`config.mk`:
```
export PLATFORM = sky130hd
export DESIGN_NAME = keypad_calc_top
export DESIGN_NICKNAME = d
export VERILOG_FILES = /design/src/verilog/keypad_calc_pkg.sv /design/src/verilog/bin_to_bcd.sv /design/src/verilog/display_mux.sv /design/src/verilog/keypad_calc_top.sv /design/src/verilog/keypad_scanner.sv /design/src/verilog/operand_entry.sv /design/src/verilog/shift_add_multiplier.sv
export SDC_FILE = /design/constraint.sdc
export NUM_CORES = 1
export LEC_CHECK = 0
export BUFFER_PORTS_ARGS = -buffer_cell sky130_fd_sc_hd__buf_4
export CAP_MARGIN = 15
export CORE_UTILIZATION = 62
export DETAILED_ROUTE_END_ITERATION = 16
export GPL_ROUTABILITY_DRIVEN = 0
export GPL_TIMING_DRIVEN = 0
export PLACE_DENSITY_LB_ADDON = 0.1
export SKIP_LAST_GASP = 1
export SYNTH_ARGS = -nofsm -noshare
export SYNTH_HDL_FRONTEND = slang
export SYNTH_HIERARCHICAL = 1
export SYNTH_SLANG_ARGS = --single-unit
```
`constraint.sdc`:
```
create_clock -name clk -period 13.6 [get_ports clk]
set_clock_uncertainty 0.15 [all_clocks]
set_input_delay 1.36 -clock clk [delete_from_list [all_inputs] [get_ports clk]]
set_output_delay 1.36 -clock clk [all_outputs]
set_load 0.005 [all_outputs]
```
`src/verilog/keypad_calc_pkg.sv`:
```
// Keypad calculator shared definitions
// Widths, key codes, display timing and state types

package keypad_calc_pkg;

    //******************************
    // Sizes and timing
    //******************************
    localparam int ROWS         = 4;   // Keypad rows, also columns
    localparam int NUM_DIGITS   = 4;   // Seven-segment digits
    localparam int OPERAND_BITS = 7;   // Up to 99
    localparam int PRODUCT_BITS = 14;  // Up to 9801
    localparam int DIGIT_TICKS  = 4;   // Cycles per display digit

    //******************************
    // Key codes, row * 4 + column
    //******************************
    localparam int KEY_MUL  = 7;   // B
    localparam int KEY_EQ   = 11;  // C
    localparam int KEY_ZERO = 13;  // 0 key sits in row 3

    typedef logic [ROWS-1:0]         line_t;      // One-hot row, column or digit select
    typedef logic [3:0]              key_code_t;
    typedef logic [3:0]              bcd_t;
    typedef logic [OPERAND_BITS-1:0] operand_t;
    typedef logic [PRODUCT_BITS-1:0] product_t;
    typedef logic [6:0]              seg_t;       // g..a, active high

    typedef enum logic [1:0] {
        IDLE,
        RUN,
        DONE
    } mult_state_t;

    typedef enum logic [1:0] {
        FIRST,
        SECOND,
        RESULT
    } entry_state_t;

endpackage

```
`src/verilog/bin_to_bcd.sv`:
```
// Binary to BCD converter
// Combinational double dabble over the product bits

`timescale 1ns/1ns

module bin_to_bcd (
    input  keypad_calc_pkg::product_t product,
    output keypad_calc_pkg::bcd_t     result_digits [keypad_calc_pkg::NUM_DIGITS]
);
    import keypad_calc_pkg::*;

    logic [4*NUM_DIGITS-1:0] bcd;

    always_comb begin
        bcd = '0;
        for (int i = PRODUCT_BITS - 1; i >= 0; i--) begin
            // Add 3 to any digit of 5 or more before it doubles
            for (int d = 0; d < NUM_DIGITS; d++) begin
                if (bcd[d*4 +: 4] >= 4'd5) begin
                    bcd[d*4 +: 4] = bcd[d*4 +: 4] + 4'd3;
                end
            end
            bcd = {bcd[4*NUM_DIGITS-2:0], product[i]};
        end
    end

    // Digit 0 is units
    always_comb begin
        for (int d = 0; d < NUM_DIGITS; d++) begin
            result_digits[d] = bcd[d*4 +: 4];
        end
    end

endmodule

```
`src/verilog/display_mux.sv`:
```
// Multiplexed seven-segment driver
// Shows entry digits or the four result digits, one digit at a time

`timescale 1ns/1ns

module display_mux (
    input  logic                   clk,
    input  logic                   rst,
    input  keypad_calc_pkg::bcd_t  entry_tens,
    input  keypad_calc_pkg::bcd_t  entry_units,
    input  logic                   show_result,
    input  keypad_calc_pkg::bcd_t  result_digits [keypad_calc_pkg::NUM_DIGITS],
    output keypad_calc_pkg::seg_t  seg,
    output keypad_calc_pkg::line_t digit_sel,
    output logic                   done
);
    import keypad_calc_pkg::*;

    logic [1:0] tick;
    logic [1:0] sel_idx;
    bcd_t       shown;
    logic       blank;

    //******************************
    // Digit select ring
    //******************************
    always_ff @(posedge clk or posedge rst) begin
        if (rst) begin
            tick      <= '0;
            digit_sel <= line_t'(1);  // Units first
        end else if (tick == 2'(DIGIT_TICKS - 1)) begin
            tick      <= '0;
            digit_sel <= {digit_sel[NUM_DIGITS-2:0], digit_sel[NUM_DIGITS-1]};
        end else begin
            tick <= tick + 2'd1;
        end
    end

    // Pick the digit for the selected position
    always_comb begin
        sel_idx = '0;
        for (int d = 0; d < NUM_DIGITS; d++) begin
            if (digit_sel[d]) sel_idx = 2'(d);
        end
        shown = '0;
        blank = 1'b0;
        if (show_result) begin
            shown = result_digits[sel_idx];   // Leading zeros shown
        end else if (sel_idx == 2'd0) begin
            shown = entry_units;
        end else if (sel_idx == 2'd1) begin
            shown = entry_tens;
        end else begin
            blank = 1'b1;
        end
    end

    //******************************
    // Segment decoder
    //******************************
    always_comb begin
        case (shown)
            4'd0:    seg = 7'b0111111;
            4'd1:    seg = 7'b0000110;
            4'd2:    seg = 7'b1011011;
            4'd3:    seg = 7'b1001111;
            4'd4:    seg = 7'b1100110;
            4'd5:    seg = 7'b1101101;
            4'd6:    seg = 7'b1111101;
            4'd7:    seg = 7'b0000111;
            4'd8:    seg = 7'b1111111;
            4'd9:    seg = 7'b1101111;
            default: seg = 7'b0000000;
        endcase
        if (blank) seg = '0;
    end

    assign done = show_result;

endmodule

```
`src/verilog/keypad_calc_top.sv`:
```
// Keypad multiplier top level
// Scanner, entry, multiplier, BCD conversion and display in a chain

`timescale 1ns/1ns

module keypad_calc_top (
    input  logic                   clk,
    input  logic                   rst,
    input  keypad_calc_pkg::line_t col,
    output keypad_calc_pkg::line_t row,
    output keypad_calc_pkg::seg_t  seg,
    output keypad_calc_pkg::line_t digit_sel,
    output logic                   done
);
    import keypad_calc_pkg::*;

    logic      key_valid;
    key_code_t key_code;
    logic      start;
    operand_t  operand_a;
    operand_t  operand_b;
    product_t  product;
    logic      done_pulse;
    bcd_t      entry_tens;
    bcd_t      entry_units;
    logic      show_result;
    bcd_t      result_digits [NUM_DIGITS];

    keypad_scanner u_scanner (
        .clk       (clk),
        .rst       (rst),
        .col       (col),
        .row       (row),
        .key_valid (key_valid),
        .key_code  (key_code)
    );

    operand_entry u_entry (
        .clk         (clk),
        .rst         (rst),
        .key_valid   (key_valid),
        .key_code    (key_code),
        .done_pulse  (done_pulse),
        .start       (start),
        .operand_a   (operand_a),
        .operand_b   (operand_b),
        .entry_tens  (entry_tens),
        .entry_units (entry_units),
        .show_result (show_result)
    );

    shift_add_multiplier u_mult (
        .clk        (clk),
        .rst        (rst),
        .start      (start),
        .operand_a  (operand_a),
        .operand_b  (operand_b),
        .product    (product),
        .done_pulse (done_pulse)
    );

    bin_to_bcd u_bcd (
        .product       (product),
        .result_digits (result_digits)
    );

    display_mux u_display (
        .clk           (clk),
        .rst           (rst),
        .entry_tens    (entry_tens),
        .entry_units   (entry_units),
        .show_result   (show_result),
        .result_digits (result_digits),
        .seg           (seg),
        .digit_sel     (digit_sel),
        .done          (done)
    );

endmodule

```
`src/verilog/keypad_scanner.sv`:
```
// Keypad scanner
// Drives a one-hot row ring and turns each new press into one key code pulse

`timescale 1ns/1ns

module keypad_scanner (
    input  logic                     clk,
    input  logic                     rst,
    input  keypad_calc_pkg::line_t   col,
    output keypad_calc_pkg::line_t   row,
    output logic                     key_valid,
    output keypad_calc_pkg::key_code_t key_code
);
    import keypad_calc_pkg::*;

    logic            hit;       // Some column active on the current row
    logic [1:0]      row_idx;
    logic [1:0]      col_idx;
    logic [ROWS-1:0] hit_hist;  // Key seen on each of the last ROWS samples

    //******************************
    // Row ring counter
    //******************************
    always_ff @(posedge clk or posedge rst) begin
        if (rst) begin
            row <= line_t'(1);
        end else begin
            row <= {row[ROWS-2:0], row[ROWS-1]};
        end
    end

    // Encode active row and lowest active column
    always_comb begin
        row_idx = '0;
        col_idx = '0;
        for (int i = 0; i < ROWS; i++) begin
            if (row[i]) row_idx = 2'(i);
        end
        for (int j = ROWS - 1; j >= 0; j--) begin
            if (col[j]) col_idx = 2'(j);   // Lowest column wins
        end
        hit = |col;
    end

    //******************************
    // One pulse per press
    //******************************
    // A hit is reported only when a whole scan before it was quiet,
    // so a held key, seen once per scan, never reports twice
    always_ff @(posedge clk or posedge rst) begin
        if (rst) begin
            hit_hist  <= '1;  // Wait for one clean scan
            key_valid <= 1'b0;
        end else begin
            hit_hist  <= {hit_hist[ROWS-2:0], hit};
            key_valid <= hit && (hit_hist == '0);
        end
    end

    always_ff @(posedge clk) begin
        if (hit) begin
            key_code <= {row_idx, col_idx};
        end
    end

endmodule

```
`src/verilog/operand_entry.sv`:
```
// Operand entry
// Builds two-digit operands from key codes and starts the multiplier

`timescale 1ns/1ns

module operand_entry (
    input  logic                        clk,
    input  logic                        rst,
    input  logic                        key_valid,
    input  keypad_calc_pkg::key_code_t  key_code,
    input  logic                        done_pulse,
    output logic                        start,
    output keypad_calc_pkg::operand_t   operand_a,
    output keypad_calc_pkg::operand_t   operand_b,
    output keypad_calc_pkg::bcd_t       entry_tens,
    output keypad_calc_pkg::bcd_t       entry_units,
    output logic                        show_result
);
    import keypad_calc_pkg::*;

    entry_state_t state;
    logic         busy;      // Multiplier running, keys ignored
    logic         is_digit;
    bcd_t         digit_val;
    operand_t     entry_num;

    // Digit keys sit in rows 0..2, columns 0..2, plus the 0 key
    always_comb begin
        is_digit  = ((key_code[3:2] != 2'd3) && (key_code[1:0] != 2'd3)) ||
                    (key_code == key_code_t'(KEY_ZERO));
        digit_val = (key_code == key_code_t'(KEY_ZERO)) ? '0 :
                    bcd_t'(key_code[3:2]) * 4'd3 + bcd_t'(key_code[1:0]) + 4'd1;
        entry_num = operand_t'(entry_tens) * operand_t'(10) + operand_t'(entry_units);
    end

    always_ff @(posedge clk or posedge rst) begin
        if (rst) begin
            state       <= FIRST;
            busy        <= 1'b0;
            start       <= 1'b0;
            operand_a   <= '0;
            operand_b   <= '0;
            entry_tens  <= '0;
            entry_units <= '0;
        end else begin
            start <= 1'b0;
            if (busy) begin
                if (done_pulse) begin
                    busy  <= 1'b0;
                    state <= RESULT;
                end
            end else if (key_valid) begin
                if (is_digit) begin
                    if (state == RESULT) begin   // Fresh calculation
                        operand_a  <= '0;
                        operand_b  <= '0;
                        entry_tens <= '0;
                        state      <= FIRST;
                    end else begin
                        entry_tens <= entry_units; // Oldest digit drops off
                    end
                    entry_units <= digit_val;
                end else if (state == FIRST && key_code == key_code_t'(KEY_MUL)) begin
                    operand_a   <= entry_num;
                    entry_tens  <= '0;
                    entry_units <= '0;
                    state       <= SECOND;
                end else if (state == SECOND && key_code == key_code_t'(KEY_EQ)) begin
                    operand_b <= entry_num;
                    start     <= 1'b1;
                    busy      <= 1'b1;
                end
            end
        end
    end

    assign show_result = (state == RESULT);

endmodule

```
`src/verilog/shift_add_multiplier.sv`:
```
// Shift-add multiplier
// Unsigned sequential product of two operands, one add-and-shift per cycle

`timescale 1ns/1ns

module shift_add_multiplier (
    input  logic                      clk,
    input  logic                      rst,
    input  logic                      start,
    input  keypad_calc_pkg::operand_t operand_a,
    input  keypad_calc_pkg::operand_t operand_b,
    output keypad_calc_pkg::product_t product,
    output logic                      done_pulse
);
    import keypad_calc_pkg::*;

    mult_state_t state;
    logic [2:0]  step_cnt;
    logic        last_step;
    product_t    mcand;     // Multiplicand, shifts left
    operand_t    mplier;    // Multiplier, shifts right
    product_t    acc;
    product_t    acc_next;

    assign acc_next  = mplier[0] ? acc + mcand : acc;
    assign last_step = (step_cnt == 3'(OPERAND_BITS - 1));

    //******************************
    // Control
    //******************************
    always_ff @(posedge clk or posedge rst) begin
        if (rst) begin
            state    <= IDLE;
            step_cnt <= '0;
        end else begin
            case (state)
                IDLE, DONE: begin
                    if (start) begin
                        state    <= RUN;
                        step_cnt <= '0;
                    end else begin
                        state <= IDLE;
                    end
                end
                RUN: begin
                    step_cnt <= step_cnt + 3'd1;
                    if (last_step) state <= DONE;
                end
                default: state <= IDLE;
            endcase
        end
    end

    //******************************
    // Datapath
    //******************************
    always_ff @(posedge clk) begin
        if (state != RUN && start) begin
            mcand  <= product_t'(operand_a);
            mplier <= operand_b;
            acc    <= '0;
        end else if (state == RUN) begin
            acc    <= acc_next;
            mcand  <= mcand << 1;
            mplier <= mplier >> 1;
        end
    end

    // Result held until the next operation finishes
    always_ff @(posedge clk or posedge rst) begin
        if (rst) begin
            product <= '0;
        end else if (state == RUN && last_step) begin
            product <= acc_next;
        end
    end

    assign done_pulse = (state == DONE);

endmodule
```
==> impl_metrics.csv, run 1 <==
group,metric,value,unit
outcome,status,"completed",
synth,ys_warn_count,6,
timing,tightest_slew,950,ps
power_and_ir_drop,swShare,19.6,%
synth,synth_area_leaders,"dfrtp_1, ha_1, edfxtp_1, nand2_1, dfxtp_1",
worst_setup_path,criticalPathCategory,"reg -> out",
hold_path,min_to,"u_scanner/hit_hist[1]$_DFF_PP1_",
clock_tree,cts_buffers,9,
worst_setup_path,rrSetupSlack,10970,ps
synth,synth_top_area_share,14.6,%
global_routing,use_met3,2.71,%
floorplan,die_x,124,um
timing,finalSetupViolCount,0,
timing,rsz0062_at_grt,"no",
drt,num_vias,8007,
synth,synthSimpleGateAreaFrac,19.9,%
global_routing,grt_max_degree,27,
global_routing,grt_util_met1,34.9,%
flow_run,drv_cap,0,
floorplan,coreArea,14600,um2
timing,timing.final.crit_share,93.7,%
power_and_ir_drop,vdd_ir_drop_max,0.0957,mV
worst_setup_path,slowest_delay,610,ps
global_routing,overflow,0,
global_routing,grt-busiest-layer,"met2",
global_routing,grt_pass1_wl,34200,um
drt,ant_nets,0,
synth,synth_area_per_cell,8.49,um2
clock_tree,clk_path_buf_depth,2,
drt,avgViaCountPerCell,6.08,
synth,synth_xor_xnor_area_share,3.94,%
drt,wire_per_inst,15.1,um
drt,drtPass1Iterations,5,
synth,synth_top_family_by_area,"compound AO/OA/AOI/OAI gates",
layout,multi_input_area,6340,um2
worst_setup_path,path_max_fanout,10,
clock_tree,clk_pin_slew_worst_paths,70,ps
power_and_ir_drop,p_per_area,58.3,nW/um2
synth,synthesis.nets,1156,
clock_tree,cts_htree_levels,3,
power_and_ir_drop,internal_power,471,uW
clock_tree,clockRootBuffer,"clkbuf_16",
timing,layout_setup_ws,854,ps
power_and_ir_drop,power.net_switching,115,uW
clock_tree,numClockSinks,99,
floorplan,die_h,124,um
worst_setup_path,r2r_end,"u_mult/product[10]$_DFFE_PP0P_",
hold_path,hold_start,"u_scanner/hit_hist[0]$_DFF_PP1_",
layout,regArea,2470,um2
worst_setup_path,required,12090,ps
worst_setup_path,critPathCaptureType,"output pin",
layout,drive_above_1_share,14.7,%
power_and_ir_drop,combPwrFrac,2.5,%
drt,finalWirelength,19900,um
global_routing,grt_use_met2,44.9,%
worst_setup_path,path_common_cell,"ha_1",
synth,netlist_area,9270,um2
synth,synth_common_cells,"nand2_1, o21ai_0, nor2_1",
layout,fillers,1165,
layout,nets,1191,
timing,fin_tns_setup,0,ps
worst_setup_path,slowest_stage,"or4_1",
floorplan,start_util,63.6,%
layout,syn_to_final_growth,8.53,%
synth,synth-async-reset-ratio,60.6,%
timing,slew_headroom,36.6,%
global_routing,grt_pass1_vias,7391,
power_and_ir_drop,p_clk_share,45.7,%
global_routing,antenna_found_initial,0,
timing,finalHoldViolCount,0,
place,pre_cts_ws,312,ps
synth,yosysTopAreaCell,"dfrtp_1",
worst_setup_path,critical_path_arrival,11240,ps
clock_tree,clock_latency,340,ps
layout,antennaDiodeCount,0,
drt,drc,0,
place,io_buffers,21,
layout,post-route-util,69.0,%
synth,yosys_register_bits,99,
synth,synth.area.mux_share,8.70,%
worst_setup_path,startpoint_type,"flop",
synth,yosys_most_used_dff,"dfrtp_1",
floorplan,io_pins,22,
timing,period_minus_slack,12750,ps
synth,synth-compound-area-share,26.9,%
worst_setup_path,reg2reg_from,"u_mult/mcand[0]$_SDFFCE_PN0P_",
clock_tree,hold_buffers,0,
clock_tree,cts_tree,"yes",
synth,synth_edf_count,18,
global_routing,grt.total_usage,26.0,%
floorplan,dieArea,15500,um2
worst_setup_path,reg2regPathDepth,9,
power_and_ir_drop,p_leak,4.28,nW
hold_path,hold_depth,0,
timing,fmax,78.5,MHz
floorplan,rows,44,
synth,yosys.area_share.adder,8.34,%
synth,synth_most_common_cell,"nand2_1",
power_and_ir_drop,seqPwrFrac,51.7,%
synth,syn_inst,1092,
place,place_hpwl,15000,um
synth,yosysSeqAreaShare,26.6,%
hold_path,hold_path_class,"reg -> reg",
timing,drv_slew,0,
synth,yosysUniqueCellTypes,119,
drt,drtIter0Drc,466,
through the flow:
step / hold WS (ps) / area [um2] / power, mW / std cells
after global routing: 226 / 10100 / 0.602 / 1316
after global placement: 206 / 9660 / 0.323 / 1297
after detailed placement: 213 / 9660 / 0.324 / 1297
after CTS: 224 / 9990 / 0.590 / 1313
after floorplan: 204 / 9270 / 0.318 / 1092
final: 222 / 10100 / 0.586 / 1316
kinds of logic after synthesis:
group / Yosys count
mux: 73
buf+inv: 115
simple gates: 373
compound gates: 336
xor+xnor: 37
fa+ha+maj: 59
flops: 99
worst max-delay path by stage:
stage,from,end,slack [ps],depth (start not counted)
final,u_mult/product[12]$_DFFE_PP0P_,seg[3],850,52
after global placement,u_mult/product[12]$_DFFE_PP0P_,seg[3],420,53
after floorplan,u_mult/product[12]$_DFFE_PP0P_,seg[3],1930,53
after detailed placement,u_mult/product[12]$_DFFE_PP0P_,seg[3],310,53
after CTS,u_mult/product[12]$_DFFE_PP0P_,seg[3],10,53
after global routing,u_mult/product[12]$_DFFE_PP0P_,seg[3],20,52
layout by cell type, fill, tap and decap left out, types with 8 or more instances in the layout:
cell type and count:
o31ai_1 8, dfrtp_1 53, and3_1 10, or3_1 10
inv_1 58, nor3_1 22, buf_4 28, o21ai_0 73
nand3_1 37, nor2b_1 14, clkbuf_16 10, nand2b_1 16
nor2_1 64, a21oi_1 61, a21o_1 14, o21ai_1 13
nor3b_1 8, and2_1 9, a211oi_1 11, a22o_1 14
dfxtp_1 21, edfxtp_1 18, o211ai_1 14, buf_2 9
a31oi_1 9, nand2_1 126, xnor2_1 20, ha_1 52
clkbuf_1 29, mux2_2 20, mux2i_1 42, xor2_1 11
nand4_1 13, mux2_4 10
flip-flops by register name (all words and copies together), names as in the netlist:
name	flops
u_scanner/key_code	4
u_display/tick	2
u_entry/operand_a	7
u_entry/entry_tens	4
u_entry/busy	1
u_entry/operand_b	7
u_scanner/hit_hist	4
u_mult/state	2
u_mult/mplier	7
u_display/digit_sel	4
u_scanner/row	4
u_mult/acc	14
u_entry/start	1
u_mult/product	14
u_mult/step_cnt	3
u_entry/entry_units	4
u_scanner/key_valid	1
u_entry/state	2
u_mult/mcand	14
cell type report:
cell class / count / share of cell area [%]
Buffer: 49 / 2.71
Clock buffer: 15 / 2.87
Clock inverter: 1 / 0.298
Inverter: 66 / 2.50
Multi-Input combinational cell: 878 / 63.0
Sequential cell: 99 / 24.6
Tap cell: 184 / 2.29
Timing Repair Buffer: 24 / 1.79
power groups by stage:
stage | logic (mW) | clock network [mW] | registers, mW
floorplan | 0.00956 | 0 | 0.309
global placement | 0.0142 | 0 | 0.309
detailed placement | 0.0146 | 0 | 0.309
CTS | 0.0151 | 0.271 | 0.303
global route | 0.0170 | 0.282 | 0.303
finish | 0.0148 | 0.268 | 0.303
layer usage:
metal  vias to the layer above  share of wire (%)
li1                       4100                  -
met1                      3727                 48
met2                       161                 48
met3                        19                3.2
met4                         0                1.2
met5                         -                  0
critical path, delay by kind of cell, from the launching register on:
family,cells,cell delay [ps]
AOI/OAI and AO/OA,17,3360
xor gates and xnor gates,6,1250
adders and majority gates,9,2250
buffers and inverters,11,1440
DFF,1,470
and+or+nand+nor,9,2110
timing repair:
item | in CTS | in global routing
pin swaps | 0 | 2
resized for setup | 1 | 12
endpoints found under the setup margin | 3 | 7
setup buffers | 0 | 3
Note: power is estimated with default switching activity, not from simulation.
==> inputs of run 2 (changes only) <==
==> constraint.sdc (replaced) <==
create_clock -name clk -period 15.3 [get_ports clk]
set_clock_uncertainty 0.15 [all_clocks]
set_input_delay 1.53 -clock clk [delete_from_list [all_inputs] [get_ports clk]]
set_output_delay 1.53 -clock clk [all_outputs]
set_load 0.005 [all_outputs]
==> impl_metrics.csv, run 2 (synthesis results as in run 1) <==
group,metric,value,unit
flow_run,drv_cap,0,
worst_setup_path,criticalPathCategory,"reg -> out",
timing,fmax,71.8,MHz
clock_tree,clock_latency,350,ps
worst_setup_path,critPathCaptureType,"output pin",
drt,num_vias,8021,
timing,period_minus_slack,13940,ps
outcome,status,"completed",
clock_tree,clk_path_buf_depth,2,
drt,finalWirelength,19800,um
clock_tree,cts_htree_levels,3,
clock_tree,cts_buffers,9,
hold_path,hold_path_class,"reg -> reg",
worst_setup_path,slowest_delay,610,ps
place,pre_cts_ws,1840,ps
drt,drc,0,
timing,finalHoldViolCount,0,
layout,final_cell_mix,"nand2_1, o21ai_0, nor2_1",
global_routing,antenna_found_initial,0,
place,place_hpwl,15000,um
drt,wire_per_inst,15.1,um
timing,timing.final.crit_share,91.1,%
place,dp.cells,1297,
worst_setup_path,slowest_stage,"o311ai_0",
layout,syn_to_final_growth,7.62,%
floorplan,coreArea,14600,um2
global_routing,grt_pass1_vias,7391,
floorplan,io_pins,22,
timing,tightest_slew,949,ps
worst_setup_path,crit_path_end,"seg[3]",
worst_setup_path,critical_path_arrival,12260,ps
timing,fin_tns_setup,0,ps
drt,ant_nets,0,
global_routing,grt_pass1_wl,34200,um
layout,nets,1188,
timing,slew_headroom,36.6,%
power_and_ir_drop,p_per_area,52.2,nW/um2
clock_tree,cts_resized,0,
layout,drive_above_1_share,13.6,%
hold_path,hold_start,"u_scanner/hit_hist[0]$_DFF_PP1_",
floorplan,rows,44,
worst_setup_path,reg2regPathDepth,9,
place,io_buffers,21,
drt,avgViaCountPerCell,6.11,
worst_setup_path,path_max_fanout,10,
drt,drtIter0Drc,491,
floorplan,dieArea,15500,um2
floorplan,die_x,124,um
power_and_ir_drop,vdd_ir_drop_max,0.0849,mV
clock_tree,postCtsSetupBuffers,0,
timing,drv_slew,0,
clock_tree,clk_pin_slew_worst_paths,70,ps
worst_setup_path,reg2reg_from,"u_mult/mcand[0]$_SDFFCE_PN0P_",
clock_tree,cts_tree,"yes",
worst_setup_path,r2r_end,"u_mult/product[10]$_DFFE_PP0P_",
layout,reg.largest.list,"u_mult/acc x14, u_mult/mcand x14, u_mult/product x14",
timing,finalSetupViolCount,0,
timing,layout_setup_ws,1360,ps
drt,drtPass1Iterations,7,
clock_tree,hold_buffers,0,
global_routing,overflow,0,
worst_setup_path,required,13620,ps
layout,antennaDiodeCount,0,
worst_setup_path,crit_path_start,"u_mult/product[12]$_DFFE_PP0P_",
clock_tree,clockRootBuffer,"clkbuf_16",
timing,rsz0062_at_grt,"no",
layout,instances_no_fill,1313,
power_and_ir_drop,p_leak,4.25,nW
floorplan,die_h,124,um
global_routing,grt_max_degree,27,
worst_setup_path,path_common_cell,"ha_1",
global_routing,grt.total_usage,26.0,%
clock_tree,numClockSinks,99,
worst_setup_path,startpoint_type,"flop",
worst_setup_path,rrSetupSlack,12660,ps
floorplan,start_util,63.6,%
layout,final_common_cell,"nand2_1",
## run 2: cell types whose count changed in the layout (fill, tap and decap cells not counted), sizes merged
cell      change
clkinvlp      -1
clkbuf        -1
clkinv        +1
buf           -2
## run 2: per-layer routing
metal  global-route usage [%]  share of wire (%)  vias to the layer above
met3                     2.71                2.7                       19
met1                     34.9                 48                     3768
met4                     6.52                1.2                        0
met5                        0                  0                        -
li1                         -                  -                     4097
met2                     44.9                 48                      137
## run 2: layout make-up
cell class | count | area (um2)
clock buffers | 15 | 289
multi-input cells | 878 | 6290
fillers | 1178 | 4610
repair buffers | 21 | 158
flip-flops and latches | 99 | 2470
plain buffers | 49 | 270
inverters | 66 | 248
clock inverters | 1 | 30.0
well taps | 184 | 230
## run 2: worst min path at each step
stage / cells past startpoint / end
2_1_floorplan: 0 / u_scanner/hit_hist[3]$_DFF_PP1_
3_3_place_gp: 0 / u_scanner/hit_hist[2]$_DFF_PP1_
3_5_place_dp: 0 / u_scanner/hit_hist[3]$_DFF_PP1_
4_1_cts: 0 / u_scanner/hit_hist[1]$_DFF_PP1_
5_1_grt: 0 / u_scanner/hit_hist[1]$_DFF_PP1_
6_report: 0 / u_scanner/hit_hist[1]$_DFF_PP1_
## run 2: critical path: cells and delay by family, from the launching register on
kind,cells,cell delay (ps)
buffers and inverters,11,1470
adders and majority gates,9,2430
and+or+nand+nor,10,1880
xor gates and xnor gates,6,1490
AOI/OAI and AO/OA,17,4160
DFF,1,480
## run 2: where the power goes
part	leakage (nW)	internal [mW]	total, mW	switching (mW)
sequential	1.15	0.268	0.270	0.00150
clock	0.155	0.146	0.238	0.0926
combinational	2.94	0.00495	0.0131	0.00813
## run 2: per-stage QoR
step	area [um2]	utilization (%)	total power [mW]	hold slack, ps
after detailed placement	9660	66.2	0.288	213
after global routing	9980	68.4	0.535	226
after global placement	9660	66.2	0.287	206
after floorplan	9270	-	0.283	204
after CTS	9980	68.4	0.524	224
final	9980	68.4	0.521	222
==> inputs of run 3 (changes only) <==
--- a/config.mk
+++ b/config.mk
@@ -7,10 +7,12 @@
 export LEC_CHECK = 0
 export BUFFER_PORTS_ARGS = -buffer_cell sky130_fd_sc_hd__buf_4
 export CAP_MARGIN = 15
+export CORE_MARGIN = 4
 export CORE_UTILIZATION = 62
 export DETAILED_ROUTE_END_ITERATION = 16
 export GPL_ROUTABILITY_DRIVEN = 0
 export GPL_TIMING_DRIVEN = 0
+export MAX_ROUTING_LAYER = met4
 export PLACE_DENSITY_LB_ADDON = 0.1
 export SKIP_LAST_GASP = 1
 export SYNTH_ARGS = -nofsm -noshare
==> impl_metrics.csv, run 3 (synthesis results as in run 1) <==
group,metric,value,unit
place,io_buffers,21,
worst_setup_path,startpoint_type,"flop",
timing,fmax,71.1,MHz
layout,regArea,2470,um2
timing,fin_tns_setup,0,ps
layout,multi_input_area,6290,um2
worst_setup_path,path_common_cell,"ha_1",
worst_setup_path,critPathCaptureType,"output pin",
worst_setup_path,critPathTopFamily,"compound AO/OA/AOI/OAI gates",
global_routing,grt_pass1_vias,7507,
worst_setup_path,slowest_stage,"o311ai_0",
drt,drtIter0Drc,543,
timing,drv_slew,0,
drt,num_vias,8101,
floorplan,coreArea,14600,um2
layout,syn_to_final_growth,7.57,%
timing,timing.final.crit_share,91.9,%
worst_setup_path,slowest_delay,710,ps
layout,drive_above_1_share,13.8,%
clock_tree,cts_buffers,9,
floorplan,dieArea,17000,um2
layout,final_cell_mix,"nand2_1, o21ai_0, nor2_1",
clock_tree,hold_buffers,0,
worst_setup_path,path_max_fanout,10,
drt,drc,0,
global_routing,grt_pass1_wl,34100,um
power_and_ir_drop,p_leak,4.25,nW
layout,antennaDiodeCount,0,
global_routing,overflow,0,
clock_tree,cts_resized,0,
global_routing,antenna_found_initial,0,
clock_tree,cts_htree_levels,3,
layout,instances_no_fill,1313,
drt,ant_nets,0,
worst_setup_path,required,13620,ps
timing,tightest_slew,959,ps
power_and_ir_drop,p_total,512,uW
worst_setup_path,cp_num_buf_inv,11,
clock_tree,clk_path_buf_depth,2,
drt,avgViaCountPerCell,6.17,
timing,finalHoldViolCount,0,
timing,period_minus_slack,14060,ps
hold_path,hold_path_class,"reg -> reg",
drt,finalWirelength,19700,um
clock_tree,clockRootBuffer,"clkbuf_16",
flow_run,drv_cap,0,
outcome,status,"completed",
timing,rsz0062_at_grt,"no",
floorplan,die_h,130,um
layout,nets,1188,
global_routing,grt_max_degree,27,
layout,reg.largest.list,"u_mult/acc x14, u_mult/mcand x14, u_mult/product x14",
place,dp.cells,1297,
timing,finalSetupViolCount,0,
floorplan,start_util,63.6,%
layout,fillers,1240,
clock_tree,cts_tree,"yes",
worst_setup_path,criticalPathCategory,"reg -> out",
clock_tree,numClockSinks,99,
global_routing,grt.total_usage,24.5,%
worst_setup_path,critical_path_arrival,12380,ps
power_and_ir_drop,p_per_area,51.4,nW/um2
place,place_hpwl,14900,um
clock_tree,clk_pin_slew_worst_paths,70,ps
drt,wire_per_inst,15.0,um
layout,final_common_cell,"nand2_1",
clock_tree,clock_latency,340,ps
clock_tree,postCtsSetupBuffers,0,
floorplan,io_pins,22,
floorplan,die_x,130,um
drt,drtPass1Iterations,5,
timing,slew_headroom,36.0,%
power_and_ir_drop,vdd_ir_drop_max,0.0929,mV
floorplan,rows,44,
-- run 3: layout make-up --
class	count	share of cell area, %
Clock inverter	4	0.477
Buffer	49	2.71
Sequential cell	99	24.8
Tap cell	184	2.31
Multi-Input combinational cell	878	63.0
Clock buffer	12	2.67
Timing Repair Buffer	21	1.58
Inverter	66	2.48
-- run 3: path summary, 6_finish.rpt --
path                                            startpoint                            endpoint  slack (ps)  cells after the start
max reg2reg                  u_mult/mcand[0]$_SDFFCE_PN0P_      u_mult/product[12]$_DFFE_PP0P_       12680                      9
max in group asynchronous                              rst    u_entry/operand_b[0]$_DFFE_PP0P_       13110                      2
max                         u_mult/product[12]$_DFFE_PP0P_                              seg[3]        1240                     53
min reg2reg                u_scanner/hit_hist[0]$_DFF_PP1_     u_scanner/hit_hist[1]$_DFF_PP1_         210                      0
min in group asynchronous                              rst  u_display/digit_sel[2]$_DFFE_PP0P_         980                      2
min                        u_scanner/hit_hist[0]$_DFF_PP1_     u_scanner/hit_hist[1]$_DFF_PP1_         210                      0
-- run 3: metal layers --
metal | track usage (%) | up-vias | routed length [um]
met2 | 39.2 | 144 | 9240
li1 | - | 4104 | -
met5 | - | - | 0
met3 | 2.50 | 31 | 539
met1 | 33.0 | 3822 | 9500
met4 | 7.03 | 0 | 374
-- run 3: stage by stage --
| stage | setup WS (ps) | util (%) | area (um2) | hold WS (ps) |
|---|---|---|---|---|
| 2_1_floorplan | 3460 | - | 9270 | 204 |
| 3_3_place_gp | 1960 | 66.2 | 9660 | 206 |
| 3_5_place_dp | 1780 | 66.2 | 9660 | 207 |
| 4_1_cts | 1350 | 68.4 | 9980 | 211 |
| 5_1_grt | 275 | 68.4 | 9980 | 215 |
| 6_report | 1240 | 68.4 | 9980 | 208 |
-- run 3: power by group --
| group | switching (mW) | internal, mW |
|---|---|---|
| Sequential | 0.00142 | 0.268 |
| Clock | 0.0906 | 0.139 |
| Combinational | 0.00792 | 0.00484 |
